File: src/video_pkg.sv
// Shared types, raster sizes and register numbers for the bitmap video generator.
// Every RTL file refers to these by scoped name (video_pkg::name).
// The raster is tiny on purpose so that whole frames simulate quickly.

package video_pkg;

    typedef logic [15:0] word_t;                // VRAM data word
    typedef logic [15:0] addr_t;                // VRAM word address
    typedef logic [7:0]  color_t;               // palette index
    typedef logic [5:0]  hcount_t;
    typedef logic [3:0]  vcount_t;

    // raster
    localparam int H_VISIBLE       = 32;
    localparam int H_TOTAL         = 48;
    localparam int V_VISIBLE       = 8;
    localparam int V_TOTAL         = 12;
    localparam int H_SYNC_START    = 36;        // inside horizontal blank
    localparam int H_SYNC_END      = 40;
    localparam int V_SYNC_LINE     = 9;         // inside vertical blank

    localparam int PIXELS_PER_WORD = 4;         // 4 bpp
    localparam int WORDS_PER_LINE  = H_VISIBLE / PIXELS_PER_WORD;
    localparam int H_FETCH_BEGIN   = H_TOTAL - 12;  // prefetch lead before the next line
    localparam int PIXEL_LATENCY   = 2;         // counters to pins

    // register numbers
    localparam logic [5:0] XR_VID_CTRL     = 6'h00;
    localparam logic [5:0] XR_SCANLINE     = 6'h01;
    localparam logic [5:0] XR_PA_GFX_CTRL  = 6'h10;
    localparam logic [5:0] XR_PA_DISP_ADDR = 6'h12;
    localparam logic [5:0] XR_PA_LINE_LEN  = 6'h13;
    localparam logic [5:0] XR_PB_GFX_CTRL  = 6'h18;
    localparam logic [5:0] XR_PB_DISP_ADDR = 6'h1A;
    localparam logic [5:0] XR_PB_LINE_LEN  = 6'h1B;

    typedef struct packed {
        logic   blank;                          // show border colour only
        color_t colorbase;                      // XOR'd into each pixel
        addr_t  start_addr;
        word_t  line_len;                       // words added per line
    } pf_cfg_t;

    typedef struct packed {
        hcount_t h_count;
        vcount_t v_count;
        logic    h_visible;
        logic    v_visible;
        logic    end_of_line;
        logic    end_of_frame;
        logic    end_of_visible;                // last pixel of last visible line
        logic    fetch;                         // memory fetch window
    } raster_t;

    typedef struct packed {
        logic  valid;
        addr_t addr;
    } vram_req_t;

endpackage

File: src/playfield_fetch.sv
// One bitmap playfield at 4 bits per pixel.
// Walks the line addresses, requests VRAM words through a valid/ready port
// while the two-word buffer has room, and shifts pixels out MSB nibble first.
// color_o is registered, one cycle after the raster counters.

`timescale 1ns/1ps

module playfield_fetch (
    input  logic                 clk,
    input  logic                 reset_i,
    input  video_pkg::raster_t   raster_i,
    input  video_pkg::pf_cfg_t   cfg_i,
    input  video_pkg::color_t    border_color_i,
    output video_pkg::vram_req_t req_o,
    input  logic                 ready_i,
    input  logic                 rvalid_i,
    input  video_pkg::word_t     rdata_i,
    output video_pkg::color_t    color_o
);

    video_pkg::addr_t line_base;                // first word of the current line
    video_pkg::addr_t fetch_addr;
    logic [$clog2(video_pkg::WORDS_PER_LINE):0] words_req;
    video_pkg::word_t buf_q [2];
    logic             wr_ptr;
    logic             rd_ptr;
    logic [1:0]       count_q;
    logic [1:0]       occ_next;
    video_pkg::word_t shift_q;
    video_pkg::word_t cur_word;
    logic             line_start;
    logic             visible;
    logic             load;
    logic             pop;

    assign line_start = raster_i.h_count == video_pkg::hcount_t'(video_pkg::H_FETCH_BEGIN);
    assign visible    = raster_i.h_visible && raster_i.v_visible;
    assign load       = visible && ((raster_i.h_count % video_pkg::PIXELS_PER_WORD) == 0);
    assign pop        = load && (count_q != 2'd0);
    assign occ_next   = count_q + 2'(rvalid_i) - 2'(pop);   // occupancy after this cycle
    assign cur_word   = load ? buf_q[rd_ptr] : shift_q;

    // the word requested now lands next cycle, so leave room for it
    assign req_o.valid = raster_i.fetch && !cfg_i.blank && !line_start &&
                         (words_req < video_pkg::WORDS_PER_LINE) && (occ_next < 2'd2);
    assign req_o.addr  = fetch_addr;

    always_ff @(posedge clk) begin
        if (reset_i) begin
            line_base  <= '0;
            fetch_addr <= '0;
            words_req  <= '0;
            wr_ptr     <= 1'b0;
            rd_ptr     <= 1'b0;
            count_q    <= '0;
        end else begin
            if (raster_i.end_of_frame) begin
                line_base <= cfg_i.start_addr;
            end else if (raster_i.end_of_line && raster_i.v_visible) begin
                line_base <= line_base + cfg_i.line_len;
            end

            if (line_start) begin
                // line 0 is prefetched before end_of_frame loads line_base
                fetch_addr <= (raster_i.v_count == video_pkg::vcount_t'(video_pkg::V_TOTAL - 1))
                              ? cfg_i.start_addr : line_base + cfg_i.line_len;
                words_req  <= '0;
                wr_ptr     <= 1'b0;
                rd_ptr     <= 1'b0;
                count_q    <= '0;
            end else begin
                if (req_o.valid && ready_i) begin
                    fetch_addr <= fetch_addr + 1'b1;
                    words_req  <= words_req + 1'b1;
                end
                if (rvalid_i) begin
                    wr_ptr <= ~wr_ptr;
                end
                if (pop) begin
                    rd_ptr <= ~rd_ptr;
                end
                count_q <= occ_next;
            end
        end
    end

    always_ff @(posedge clk) begin
        if (rvalid_i) begin
            buf_q[wr_ptr] <= rdata_i;
        end
        if (visible) begin
            shift_q <= {cur_word[11:0], 4'h0};          // next nibble to the top
        end
        color_o <= cfg_i.blank ? border_color_i
                               : cfg_i.colorbase ^ video_pkg::color_t'(cur_word[15:12]);
    end

endmodule

File: src/video_gen.sv
// Top level of the bitmap video generator.
// Connects raster timing, the register file, two playfields and the VRAM
// arbiter, and registers the colour outputs with the optional A/B swap so
// they line up with dv_de_o.

`timescale 1ns/1ps

module video_gen (
    input  logic              clk,
    input  logic              reset_i,
    input  logic              reg_wr_en_i,
    input  logic [5:0]        reg_num_i,
    input  video_pkg::word_t  reg_data_i,
    output video_pkg::word_t  reg_data_o,
    output logic              video_intr_o,
    output logic              vram_sel_o,
    output video_pkg::addr_t  vram_addr_o,
    input  video_pkg::word_t  vram_data_i,
    output logic              hsync_o,
    output logic              vsync_o,
    output logic              dv_de_o,
    output video_pkg::color_t color_a_o,
    output video_pkg::color_t color_b_o
);

    video_pkg::raster_t   raster;
    video_pkg::pf_cfg_t   pa_cfg;
    video_pkg::pf_cfg_t   pb_cfg;
    video_pkg::color_t    border_color;
    logic                 colorswap;
    video_pkg::vram_req_t req_a;
    video_pkg::vram_req_t req_b;
    logic                 ready_a;
    logic                 ready_b;
    logic                 rvalid_a;
    logic                 rvalid_b;
    video_pkg::color_t    pa_color;
    video_pkg::color_t    pb_color;

    video_timing timing (
        .clk      (clk),
        .reset_i  (reset_i),
        .raster_o (raster),
        .hsync_o  (hsync_o),
        .vsync_o  (vsync_o),
        .dv_de_o  (dv_de_o)
    );

    video_regs regs (
        .clk            (clk),
        .reset_i        (reset_i),
        .reg_wr_en_i    (reg_wr_en_i),
        .reg_num_i      (reg_num_i),
        .reg_data_i     (reg_data_i),
        .reg_data_o     (reg_data_o),
        .raster_i       (raster),
        .pf_a_cfg_o     (pa_cfg),
        .pf_b_cfg_o     (pb_cfg),
        .border_color_o (border_color),
        .colorswap_o    (colorswap),
        .video_intr_o   (video_intr_o)
    );

    playfield_fetch pf_a (
        .clk            (clk),
        .reset_i        (reset_i),
        .raster_i       (raster),
        .cfg_i          (pa_cfg),
        .border_color_i (border_color),
        .req_o          (req_a),
        .ready_i        (ready_a),
        .rvalid_i       (rvalid_a),
        .rdata_i        (vram_data_i),
        .color_o        (pa_color)
    );

    playfield_fetch pf_b (
        .clk            (clk),
        .reset_i        (reset_i),
        .raster_i       (raster),
        .cfg_i          (pb_cfg),
        .border_color_i (border_color),
        .req_o          (req_b),
        .ready_i        (ready_b),
        .rvalid_i       (rvalid_b),
        .rdata_i        (vram_data_i),
        .color_o        (pb_color)
    );

    vram_arbiter arbiter (
        .clk         (clk),
        .reset_i     (reset_i),
        .req_a_i     (req_a),
        .req_b_i     (req_b),
        .ready_a_o   (ready_a),
        .ready_b_o   (ready_b),
        .rvalid_a_o  (rvalid_a),
        .rvalid_b_o  (rvalid_b),
        .vram_sel_o  (vram_sel_o),
        .vram_addr_o (vram_addr_o)
    );

    // second pipeline stage, matches the sync delay
    always_ff @(posedge clk) begin
        color_a_o <= colorswap ? pb_color : pa_color;
        color_b_o <= colorswap ? pa_color : pb_color;
    end

endmodule

File: src/video_regs.sv
// Video register file.
// Writes land the cycle after reg_wr_en_i; reads are registered, so data
// appears one cycle after reg_num_i. Holds both playfield configurations,
// the border colour and A/B swap, and raises the vertical-blank interrupt.

`timescale 1ns/1ps

module video_regs (
    input  logic                clk,
    input  logic                reset_i,
    input  logic                reg_wr_en_i,
    input  logic [5:0]          reg_num_i,
    input  video_pkg::word_t    reg_data_i,
    output video_pkg::word_t    reg_data_o,
    input  video_pkg::raster_t  raster_i,
    output video_pkg::pf_cfg_t  pf_a_cfg_o,
    output video_pkg::pf_cfg_t  pf_b_cfg_o,
    output video_pkg::color_t   border_color_o,
    output logic                colorswap_o,
    output logic                video_intr_o
);

    video_pkg::word_t rd_data;

    always_ff @(posedge clk) begin
        if (reset_i) begin
            pf_a_cfg_o     <= '0;
            pf_b_cfg_o     <= '0;
            border_color_o <= '0;
            colorswap_o    <= 1'b0;
            video_intr_o   <= 1'b0;
        end else begin
            video_intr_o <= raster_i.end_of_visible;    // one pulse per frame
            if (reg_wr_en_i) begin
                case (reg_num_i)
                    video_pkg::XR_VID_CTRL: begin
                        colorswap_o    <= reg_data_i[15];
                        border_color_o <= reg_data_i[7:0];
                    end
                    video_pkg::XR_PA_GFX_CTRL: begin
                        pf_a_cfg_o.colorbase <= reg_data_i[15:8];
                        pf_a_cfg_o.blank     <= reg_data_i[7];
                    end
                    video_pkg::XR_PA_DISP_ADDR: pf_a_cfg_o.start_addr <= reg_data_i;
                    video_pkg::XR_PA_LINE_LEN:  pf_a_cfg_o.line_len   <= reg_data_i;
                    video_pkg::XR_PB_GFX_CTRL: begin
                        pf_b_cfg_o.colorbase <= reg_data_i[15:8];
                        pf_b_cfg_o.blank     <= reg_data_i[7];
                    end
                    video_pkg::XR_PB_DISP_ADDR: pf_b_cfg_o.start_addr <= reg_data_i;
                    video_pkg::XR_PB_LINE_LEN:  pf_b_cfg_o.line_len   <= reg_data_i;
                    default: begin
                    end                                 // scanline and unmapped are read-only
                endcase
            end
        end
    end

    always_comb begin
        rd_data = '0;
        case (reg_num_i)
            video_pkg::XR_VID_CTRL:     rd_data = {colorswap_o, 7'b0, border_color_o};
            video_pkg::XR_SCANLINE:     rd_data = video_pkg::word_t'(raster_i.v_count);
            video_pkg::XR_PA_GFX_CTRL:  rd_data = {pf_a_cfg_o.colorbase, pf_a_cfg_o.blank, 7'b0};
            video_pkg::XR_PA_DISP_ADDR: rd_data = pf_a_cfg_o.start_addr;
            video_pkg::XR_PA_LINE_LEN:  rd_data = pf_a_cfg_o.line_len;
            video_pkg::XR_PB_GFX_CTRL:  rd_data = {pf_b_cfg_o.colorbase, pf_b_cfg_o.blank, 7'b0};
            video_pkg::XR_PB_DISP_ADDR: rd_data = pf_b_cfg_o.start_addr;
            video_pkg::XR_PB_LINE_LEN:  rd_data = pf_b_cfg_o.line_len;
            default:                    rd_data = '0;
        endcase
    end

    always_ff @(posedge clk) begin
        if (reset_i) begin
            reg_data_o <= '0;
        end else begin
            reg_data_o <= rd_data;
        end
    end

endmodule

File: src/video_timing.sv
// Raster timing for the video generator.
// Counts pixels and lines, decodes visible, end-of-line/frame and the fetch
// window, and produces sync and data-enable delayed to match the pixel path.

`timescale 1ns/1ps

module video_timing (
    input  logic                clk,
    input  logic                reset_i,
    output video_pkg::raster_t  raster_o,
    output logic                hsync_o,
    output logic                vsync_o,
    output logic                dv_de_o
);

    video_pkg::hcount_t h_count;
    video_pkg::vcount_t v_count;
    logic               last_pixel;
    logic               last_line;
    logic               pre_line;
    logic               h_vis;
    logic               v_vis;
    logic [2:0]         sync_raw;
    logic [video_pkg::PIXEL_LATENCY-1:0][2:0] sync_pipe;

    assign last_pixel = h_count == video_pkg::hcount_t'(video_pkg::H_TOTAL - 1);
    assign last_line  = v_count == video_pkg::vcount_t'(video_pkg::V_TOTAL - 1);
    assign h_vis      = h_count < video_pkg::hcount_t'(video_pkg::H_VISIBLE);
    assign v_vis      = v_count < video_pkg::vcount_t'(video_pkg::V_VISIBLE);
    // lines that are followed by a visible line
    assign pre_line   = last_line || (v_count < video_pkg::vcount_t'(video_pkg::V_VISIBLE - 1));

    always_ff @(posedge clk) begin
        if (reset_i) begin
            h_count <= '0;
            // start in the last blank line so line 0 gets its prefetch
            v_count <= video_pkg::vcount_t'(video_pkg::V_TOTAL - 1);
        end else if (last_pixel) begin
            h_count <= '0;
            v_count <= last_line ? '0 : v_count + 1'b1;
        end else begin
            h_count <= h_count + 1'b1;
        end
    end

    always_comb begin
        raster_o.h_count        = h_count;
        raster_o.v_count        = v_count;
        raster_o.h_visible      = h_vis;
        raster_o.v_visible      = v_vis;
        raster_o.end_of_line    = last_pixel;
        raster_o.end_of_frame   = last_pixel && last_line;
        raster_o.end_of_visible = last_pixel &&
                                  (v_count == video_pkg::vcount_t'(video_pkg::V_VISIBLE - 1));
        raster_o.fetch          = (h_vis && v_vis) ||
            (h_count >= video_pkg::hcount_t'(video_pkg::H_FETCH_BEGIN) && pre_line);
    end

    assign sync_raw[2] = (h_count >= video_pkg::hcount_t'(video_pkg::H_SYNC_START)) &&
                         (h_count < video_pkg::hcount_t'(video_pkg::H_SYNC_END));
    assign sync_raw[1] = v_count == video_pkg::vcount_t'(video_pkg::V_SYNC_LINE);
    assign sync_raw[0] = h_vis && v_vis;

    always_ff @(posedge clk) begin
        if (reset_i) begin
            sync_pipe <= '0;
        end else begin
            sync_pipe <= {sync_pipe[video_pkg::PIXEL_LATENCY-2:0], sync_raw};
        end
    end

    assign {hsync_o, vsync_o, dv_de_o} = sync_pipe[video_pkg::PIXEL_LATENCY-1];

endmodule

File: src/vram_arbiter.sv
// Fixed-priority VRAM port sharing between playfield A and playfield B.
// A is granted whenever it is valid; B only when A is idle. The shared
// word on vram_data_i is flagged to its owner one cycle after the grant.

`timescale 1ns/1ps

module vram_arbiter (
    input  logic                 clk,
    input  logic                 reset_i,
    input  video_pkg::vram_req_t req_a_i,
    input  video_pkg::vram_req_t req_b_i,
    output logic                 ready_a_o,
    output logic                 ready_b_o,
    output logic                 rvalid_a_o,
    output logic                 rvalid_b_o,
    output logic                 vram_sel_o,
    output video_pkg::addr_t     vram_addr_o
);

    logic grant_a;
    logic grant_b;

    assign ready_a_o   = req_a_i.valid;             // A never waits
    assign ready_b_o   = !req_a_i.valid;
    assign grant_a     = req_a_i.valid && ready_a_o;
    assign grant_b     = req_b_i.valid && ready_b_o;

    assign vram_sel_o  = grant_a || grant_b;
    assign vram_addr_o = grant_a ? req_a_i.addr : req_b_i.addr;

    // remember who owns the word coming back next cycle
    always_ff @(posedge clk) begin
        if (reset_i) begin
            rvalid_a_o <= 1'b0;
            rvalid_b_o <= 1'b0;
        end else begin
            rvalid_a_o <= grant_a;
            rvalid_b_o <= grant_b;
        end
    end

endmodule
File: config.mk
export PLATFORM = sky130hd
export DESIGN_NAME = video_gen
export DESIGN_NICKNAME = d
export VERILOG_FILES = /design/src/video_pkg.sv /design/src/playfield_fetch.sv /design/src/video_gen.sv /design/src/video_regs.sv /design/src/video_timing.sv /design/src/vram_arbiter.sv
export SDC_FILE = /design/constraint.sdc
export NUM_CORES = 1
export LEC_CHECK = 0
export ABC_CLOCK_PERIOD_IN_PS = 5300
export BUFFER_PORTS_ARGS = -buffer_cell sky130_fd_sc_hd__buf_2
export CELL_PAD_IN_SITES_DETAIL_PLACEMENT = 1
export CELL_PAD_IN_SITES_GLOBAL_PLACEMENT = 1
export CORE_UTILIZATION = 40
export DETAILED_ROUTE_END_ITERATION = 16
export PLACE_DENSITY_LB_ADDON = 0.1
export SYNTH_ARGS = -nofsm -noshare
export SYNTH_HDL_FRONTEND = slang
export SYNTH_SLANG_ARGS = --single-unit
File: constraint.sdc
create_clock -name clk -period 5.3 [get_ports clk]
set_input_delay 0.265 -clock clk [delete_from_list [all_inputs] [get_ports clk]]
set_output_delay 0.265 -clock clk [all_outputs]
set_load 0.1 [all_outputs]
==> results_dict.tcl, run 1 <==
set metrics [dict create \
    status "finished, final reports clean" \
    placed_area_mm2 0.0159 \
    route.detailed.wl_per_inst_um 21.7 \
    dominantRegCellSynth "dfxtp_1" \
    cell_count_after_synthesis 1588 \
    synth_edf_count 88 \
    setup_violations 0 \
    clkSlewWorstSetupHoldPaths_ns 0.06 \
    post_synth_xor_area_fraction_pct 4.46 \
    clock_path_buffers 3 \
    power.density_cell_area_mw_per_mm2 322 \
    drt-pass1-iter-count 5 \
    placeableCoreArea_mm2 0.0367 \
    finalWorstPathRequiredPeriod_ns 4.56 \
    die_height_um 195 \
    min-delay-path-class "in2reg" \
    sequential_fraction_of_the_synthesis_area_pct 49.9 \
    grt_first_pass_wirelength_um 73300 \
    vias_per_cell 5.65 \
    layout_cell_share_with_drive_strength_beyond_1_pct 13.8 \
    worstHoldStart "reg_data_i[5]" \
    layout_overhead_on_the_synthesized_area_pct 16.5 \
    kind_of_start_point_of_the_critical_path "flip-flop" \
    routed-wl-met3_um 2090 \
    htreeDepth 2 \
    critPathMaxStageDelay_ns 0.73 \
    max_clock_freq_mhz 220 \
    timing.setup.tns_ns 0 \
    effective_utilization_at_floorplan_pct 40.7 \
    cap_violations 0 \
    syn-cell-area_mm2 0.0149 \
    initial_antenna_violation_count 2 \
    timing_worst_slew_pin_value_ns 1.19 \
    worst_r2r_startpoint "timing.v_count[3]$_SDFFE_PP1P_" \
    post_synth_and_or_nand_nor_area_fraction_pct 16.5 \
    route.layer.met1.wl_um 23200 \
    compound_gate_portion_of_the_synthesized_area_pct 15.8 \
    die_w_um 195 \
    yosys_register_bits 328 \
    tritoncts "yes" \
    largest_family_of_logic_cells_by_synthesized_area "simple AND/OR/NAND/NOR gates" \
    final_cell_area_excluding_filler_cells_mm2 0.0174 \
    report.final.hold_viol_count 0 \
    synth_top_cell_by_area "dfxtp_1" \
    vdd_ir_drop_max_uv 235 \
    postRouteWirelength_um 46900 \
    synthesized_nets 1673 \
    post_synth_fa_ha_maj_area_fraction_pct 3.79 \
    placement_rows 70 \
    clock_sinks 328 \
    timing.final.crit_share_pct 86.0 \
    r2r_slack_ns 1.39 \
    first_iter_violations 662 \
    first_global_vias 12439 \
    ant_nets 0 \
    grt_util_all_layers_pct 24.8 \
    detailed_routed_wire_length_on_met2_um 20800 \
    io_buffers 93 \
    synth_warnings 0 \
    synth.area.top_cells "dfxtp_1, edfxtp_1, nand2_1" \
    worstPathRequired_ns 5.04 \
    relSlewSlack_pct 20.7 \
    routability_congestion 0.857 \
    floorplan.io_pins 94 \
    final_max_slew_viol_count 0 \
    top_signal_layer_used "met4" \
    utilization_pct 47.4 \
    cp.arrival_ns 4.29 \
    postSynth.asyncResetShare_pct 0 \
    final_net_count 1744 \
    cp_slowest_cell "nor3_4" \
    route.detailed.drc 0 \
    worstPathMaxFanout 25 \
    cts.root.buffer_cell "clkbuf_16" \
    cp_cell_sequence "nor2_2 > buf_4 > nand2_2 > nor2_1 > ha_1 > inv_1 > ha_1 > xor3_1 > or3_4 > nor3_4 > nand2_1 > nand2_1 > buf_2" \
    yosys-mux-area-fraction_pct 6.58 \
    hpwl_um 31900 \
    netlist-cell-type-count 67 \
    worstSkewPairLatency_ns 0.54 \
    die_area_mm2 0.0381 \
    finalClockSkew_ns 0.0140 \
    critical_path_end_type "primary output" \
    setup.worst_path.start "timing.v_count[3]$_SDFFE_PP1P_" \
    critical-path-top-delay-family "simple AND/OR/NAND/NOR gates" \
    final_global_route_overflow_total 0 \
    cts_inserted_buffers 39 \
    synthDominantCellAreaShare_pct 32.2 \
    total_via_count_in_the_routed_design 12188 \
    cp_num_buf_inv 3 \
    synth_area_per_cell_um2 9.41 \
    rsz_0062_raised_after_global_routing "false" \
    p_leak_nw 6.36 \
    grt_max_degree 97 \
    worst-setup-path-type "reg2out" \
]
[cells by family after synthesis]
kind of cell             count (synthesis)
AND/OR/NAND/NOR                        567
buffers and inverters                  114
XOR/XNOR                                72
flip-flops                             328
adder cells (fa/ha/maj)                 44
multiplexers                            93
AO/OA/AOI/OAI                          370
[layout make-up]
type / count / area [um2]
fillers: 4157 / 19300
flip-flops and latches: 328 / 7450
multi-input cells: 1146 / 7060
clock buffers: 53 / 1130
repair buffers: 130 / 865
well taps: 468 / 586
clock inverters: 19 / 258
inverters: 14 / 52.6
diodes: 1 / 2.50
[flip-flops by register name, indices dropped and copies added, names as in the netlist, 6 cells and up, named ones only]
| register | flops |
|---|---|
| regs.pf_a_cfg_o | 41 |
| regs.pf_b_cfg_o | 41 |
| pf_a.buf_q | 32 |
| pf_b.buf_q | 32 |
| pf_a.fetch_addr | 16 |
| pf_a.line_base | 16 |
| pf_b.fetch_addr | 16 |
| pf_b.line_base | 16 |
| regs.reg_data_o | 16 |
| pf_a.shift_q | 12 |
| pf_b.shift_q | 12 |
| color_a_o | 8 |
| color_b_o | 8 |
| pf_a.color_o | 8 |
| pf_b.color_o | 8 |
| regs.border_color_o | 8 |
| timing.h_count | 6 |
[worst register-to-register path, cell delays in order (launching register included)]
cell,delay (ns)
dfxtp_1,0.48
nor2_2,0.17
buf_4,0.33
nand2_2,0.11
nor2_1,0.19
ha_1,0.26
inv_1,0.06
ha_1,0.14
xor3_1,0.26
or3_4,0.39
nor3_4,0.73
nand4_1,0.21
xor2_1,0.20
a221oi_1,0.28
[worst paths after layout]
check / endpoint / cells after the start
max: vram_addr_o[1] / 13
min: regs.pf_b_cfg_o[5]$_SDFFE_PP0P_ / 3
max reg2reg: pf_a.fetch_addr[12]$_SDFFE_PP0P_ / 13
min reg2reg: timing.dv_de_o$_SDFF_PP0_ / 1
[power breakdown]
group | total (mW) | switching [mW] | internal [mW]
logic | 0.141 | 0.101 | 0.0405
registers | 2.58 | 0.00750 | 2.57
clock network | 2.88 | 1.09 | 1.79
total | 5.60 | 1.20 | 4.40
[placed cells by master, fill, tap and decap left out, types with 16 or more instances in the layout]
cell and count:
nand2_1 285, dfxtp_1 240, a21oi_1 154, nor2_1 141
edfxtp_1 88, buf_2 87, o21ai_0 55, mux2i_1 52
xnor2_1 42, ha_1 42, mux2_2 40, nand3_1 40
clkbuf_16 40, a221oi_1 32, xor2_1 27, a211oi_1 27
nor3_1 21, buf_4 21, dlygate4sd3_1 16
[Yosys cell counts (9+ instances only)]
library cell and instances:
mux2_2 40, a211oi_1 28, nor3_1 23, buf_1 11, nand2_1 286, ha_1 42
a21oi_1 154, a21o_1 12, nand4_1 10, a22oi_1 12, a222oi_1 9, o21ai_0 56
nor2_1 143, xnor2_1 42, buf_2 11, nand3_1 40, o221ai_1 9, inv_1 14
clkbuf_1 76, dfxtp_1 240, edfxtp_1 88, and2_1 11, a221oi_1 32, and3_1 14
mux2i_1 52, xor2_1 27
[layer usage]
| layer | global-route usage [%] | up-vias |
|---|---|---|
| met5 | 0 | - |
| met4 | 5.48 | 0 |
| met3 | 3.37 | 60 |
| met2 | 38.5 | 277 |
| met1 | 36.4 | 6032 |
| li1 | - | 5819 |
[stage by stage]
step	setup slack, ns	hold WS (ns)	power (mW)	std cells
6_report	0.745	0.0178	5.60	2159
5_1_grt	0.332	0.0186	5.76	2158
2_1_floorplan	0.340	0.364	2.70	1588
3_3_place_gp	1.35	0.439	2.76	2070
3_5_place_dp	1.25	0.439	2.77	2070
4_1_cts	0.667	0.00757	5.65	2158
[repair_timing]
action                     CTS  global route
setup buffers                0             0
gates resized for setup      0             0
setup endpoints to repair    0             0
hold endpoints to repair    64             0
hold buffers                16             0
Power figures use the tool's default switching activity.
==> run 2, diff against run 1 <==
--- a/config.mk
+++ b/config.mk
@@ -5,6 +5,7 @@
 export SDC_FILE = /design/constraint.sdc
 export NUM_CORES = 1
 export LEC_CHECK = 0
+export ABC_AREA = 1
 export ABC_CLOCK_PERIOD_IN_PS = 5300
 export BUFFER_PORTS_ARGS = -buffer_cell sky130_fd_sc_hd__buf_2
 export CELL_PAD_IN_SITES_DETAIL_PLACEMENT = 1
==> run 2 against run 1 <==
Effect of this change:
- wire length grew 10%
- worst hold slack gained 0.060 ns
- combinational power up 3%
- via count up 16%
- cell area grew 2.4%
- register-to-register slack better by 0.04 ns
- synthesized area increased by 4.4%
- largest cell class unchanged
- sequential share of layout area fell by 0.98 points
- non-clock buffer count fell by 8
- maximum frequency is 4.3% lower
- critical endpoint is now vram_addr_o[12]
- total power shrank 4.1%
==> results_dict.tcl, run 2 <==
set metrics [dict create \
    kind_of_start_point_of_the_critical_path "flip-flop" \
    cp.arrival_ns 4.50 \
    ctsHoldBuffers 16 \
    status "finished, final reports clean" \
    setup_violations 0 \
    tritoncts "yes" \
    synth.area.top_cells "dfxtp_1, edfxtp_1, nand2_1" \
    route.detailed.wl_per_inst_um 19.7 \
    placement_rows 71 \
    timing_worst_slew_pin_value_ns 1.20 \
    finalClockSkew_ns 0.0196 \
    layout_common_cells "nand2_1, dfxtp_1, inv_1" \
    die_height_um 199 \
    finalWorstPathRequiredPeriod_ns 4.76 \
    synth_area_per_cell_um2 7.74 \
    cell_count_after_synthesis 2014 \
    n_antenna_cell 0 \
    route.detailed.drc 0 \
    max_clock_freq_mhz 210 \
    first_iter_violations 757 \
    fin_worst_hold_slack_ns 0.0779 \
    postSynth.asyncResetShare_pct 0 \
    fillCellCount 4751 \
    netlist-cell-type-count 47 \
    floorplan.io_pins 94 \
    relSlewSlack_pct 19.7 \
    layout_cell_share_with_drive_strength_beyond_1_pct 9.73 \
    cap_violations 0 \
    syn-cell-area_mm2 0.0156 \
    min-delay-path-class "in2reg" \
    grt_util_all_layers_pct 26.5 \
    htreeDepth 2 \
    timing.setup.tns_ns 0 \
    synth_edf_count 88 \
    clkSlewWorstSetupHoldPaths_ns 0.06 \
    clock_sinks 328 \
    worst-setup-path-type "reg2out" \
    hpwl_um 37300 \
    rsz_0062_raised_after_global_routing "false" \
    total_via_count_in_the_routed_design 14157 \
    clock_path_buffers 3 \
    dominantRegCellSynth "dfxtp_1" \
    cts.root.buffer_cell "clkbuf_16" \
    synthTopCellsByCount "nand2_1, dfxtp_1, inv_1, o21ai_0, a21oi_1" \
    yosys_register_bits 328 \
    vias_per_cell 5.38 \
    die_area_mm2 0.0398 \
    p_leak_nw 7.21 \
    effective_utilization_at_floorplan_pct 41.0 \
    power.density_cell_area_mw_per_mm2 302 \
    worstSkewPairLatency_ns 0.56 \
    sequential_fraction_of_the_synthesis_area_pct 47.8 \
    synthesized_nets 2099 \
    largestRegisters "regs.pf_a_cfg_o (41), regs.pf_b_cfg_o (41)" \
    grt_first_pass_wirelength_um 80100 \
    post_cts_resized 0 \
    final_net_count 2176 \
    synth_warnings 0 \
    synth_top_cell_by_area "dfxtp_1" \
    synthDominantCellAreaShare_pct 30.8 \
    initial_antenna_violation_count 0 \
    timing.final.crit_share_pct 89.8 \
    die_w_um 199 \
    final_common_cell "nand2_1" \
    r2r_slack_ns 1.43 \
    placeableCoreArea_mm2 0.0380 \
    critical_path_end_type "primary output" \
    synthMostInstantiatedCell "nand2_1" \
    worstPathRequired_ns 5.04 \
    final_global_route_overflow_total 0 \
    grt_max_degree 87 \
    drt-pass1-iter-count 5 \
    vdd_ir_drop_max_uv 298 \
    report.final.hold_viol_count 0 \
    postRouteWirelength_um 51700 \
    layout_overhead_on_the_synthesized_area_pct 14.2 \
    final_max_slew_viol_count 0 \
    routability_congestion 0.866 \
    worstPathMaxFanout 31 \
    ant_nets 0 \
    cts_post_setup_buffers_inserted 0 \
    io_buffers 93 \
    cts_inserted_buffers 38 \
    first_global_vias 14078 \
]
run 2: cell count changes after synthesis, moves of 31 or more:
| cell | delta |
|---|---|
| a21oi_1 | +61 |
| nor2_1 | +50 |
| nand2_1 | +99 |
| xnor2_1 | -31 |
| inv_1 | +212 |
| a221oi_1 | -31 |
| nand3_1 | +59 |
| mux2i_1 | -52 |
| o21ai_0 | +164 |
| mux2_2 | -40 |
run 2: layer usage:
| layer | track usage [%] | wire length (um) | share of wire (%) |
|---|---|---|---|
| met1 | 35.8 | 24100 | 47 |
| met2 | 42.6 | 23600 | 46 |
| met3 | 3.41 | 2170 | 4.2 |
| met4 | 11.1 | 1820 | 3.5 |
| met5 | 0 | 0 | 0 |
run 2: critical path, stage by stage (launching register included):
cell and delay, ns:
dfxtp_1 0.37, nor2_2 0.12, buf_4 0.33, inv_2 0.13, nor2_4 0.11, o21ai_0 0.14
inv_1 0.09, ha_1 0.23, inv_1 0.06, ha_1 0.15, xnor2_1 0.14, xor2_1 0.36
nand2_2 0.14, nor2_2 0.80, nand2_1 0.18, o21ai_0 0.13, buf_2 0.46
run 2: final timing paths:
| kind | cells after the start | to | start |
|---|---|---|---|
| setup / recovery | 16 | vram_addr_o[12] | timing.v_count[3]$_SDFFE_PP1P_ |
| hold / removal | 3 | regs.pf_a_cfg_o[13]$_SDFFE_PP0P_ | reg_data_i[13] |
| setup reg to reg | 18 | pf_a.fetch_addr[7]$_SDFFE_PP0P_ | timing.v_count[3]$_SDFFE_PP1P_ |
| hold reg to reg | 2 | timing.dv_de_o$_SDFF_PP0_ | timing.sync_pipe[0]$_SDFF_PP0_ |
run 2: cell families (layout without fill, tap and decap cells):
group / after synthesis / in the layout / share of synthesized area [%]
buffers and inverters: 321 / 425 / 8.32
flip-flops: 328 / 328 / 47.8
AND/OR/NAND/NOR: 737 / 737 / 19.7
XOR/XNOR: 27 / 27 / 1.52
AO/OA/AOI/OAI: 557 / 557 / 19.0
adder cells (fa/ha/maj): 44 / 44 / 3.63
run 2: cell type report:
| cell class | count | area, um2 | share of cell area (%) |
|---|---|---|---|
| Inverter | 236 | 890 | 4.99 |
| Clock inverter | 14 | 131 | 0.738 |
| Timing Repair Buffer | 122 | 723 | 4.06 |
| Multi-Input combinational cell | 1365 | 6860 | 38.5 |
| Clock buffer | 53 | 1120 | 6.29 |
| Sequential cell | 328 | 7450 | 41.8 |
| Tap cell | 511 | 639 | 3.59 |
run 2: report_power, final:
group          internal [mW]  switching, mW  leakage, nW
Sequential              2.58        0.00762         2.65
Combinational         0.0396          0.106         3.93
Clock                   1.57           1.07        0.627
Total                   4.19           1.18         7.21
run 2: stage by stage:
step	util (%)	total power [mW]	area [um2]	setup slack (ns)	instances
detailed placement	43.1	2.77	16400	1.09	2546
global route	46.8	5.54	17800	0.171	2629
CTS	46.8	5.43	17800	0.511	2629
finish	46.8	5.37	17800	0.539	2629
global placement	43.1	2.77	16400	1.29	2546
floorplan	-	2.71	15600	-0.439	2014
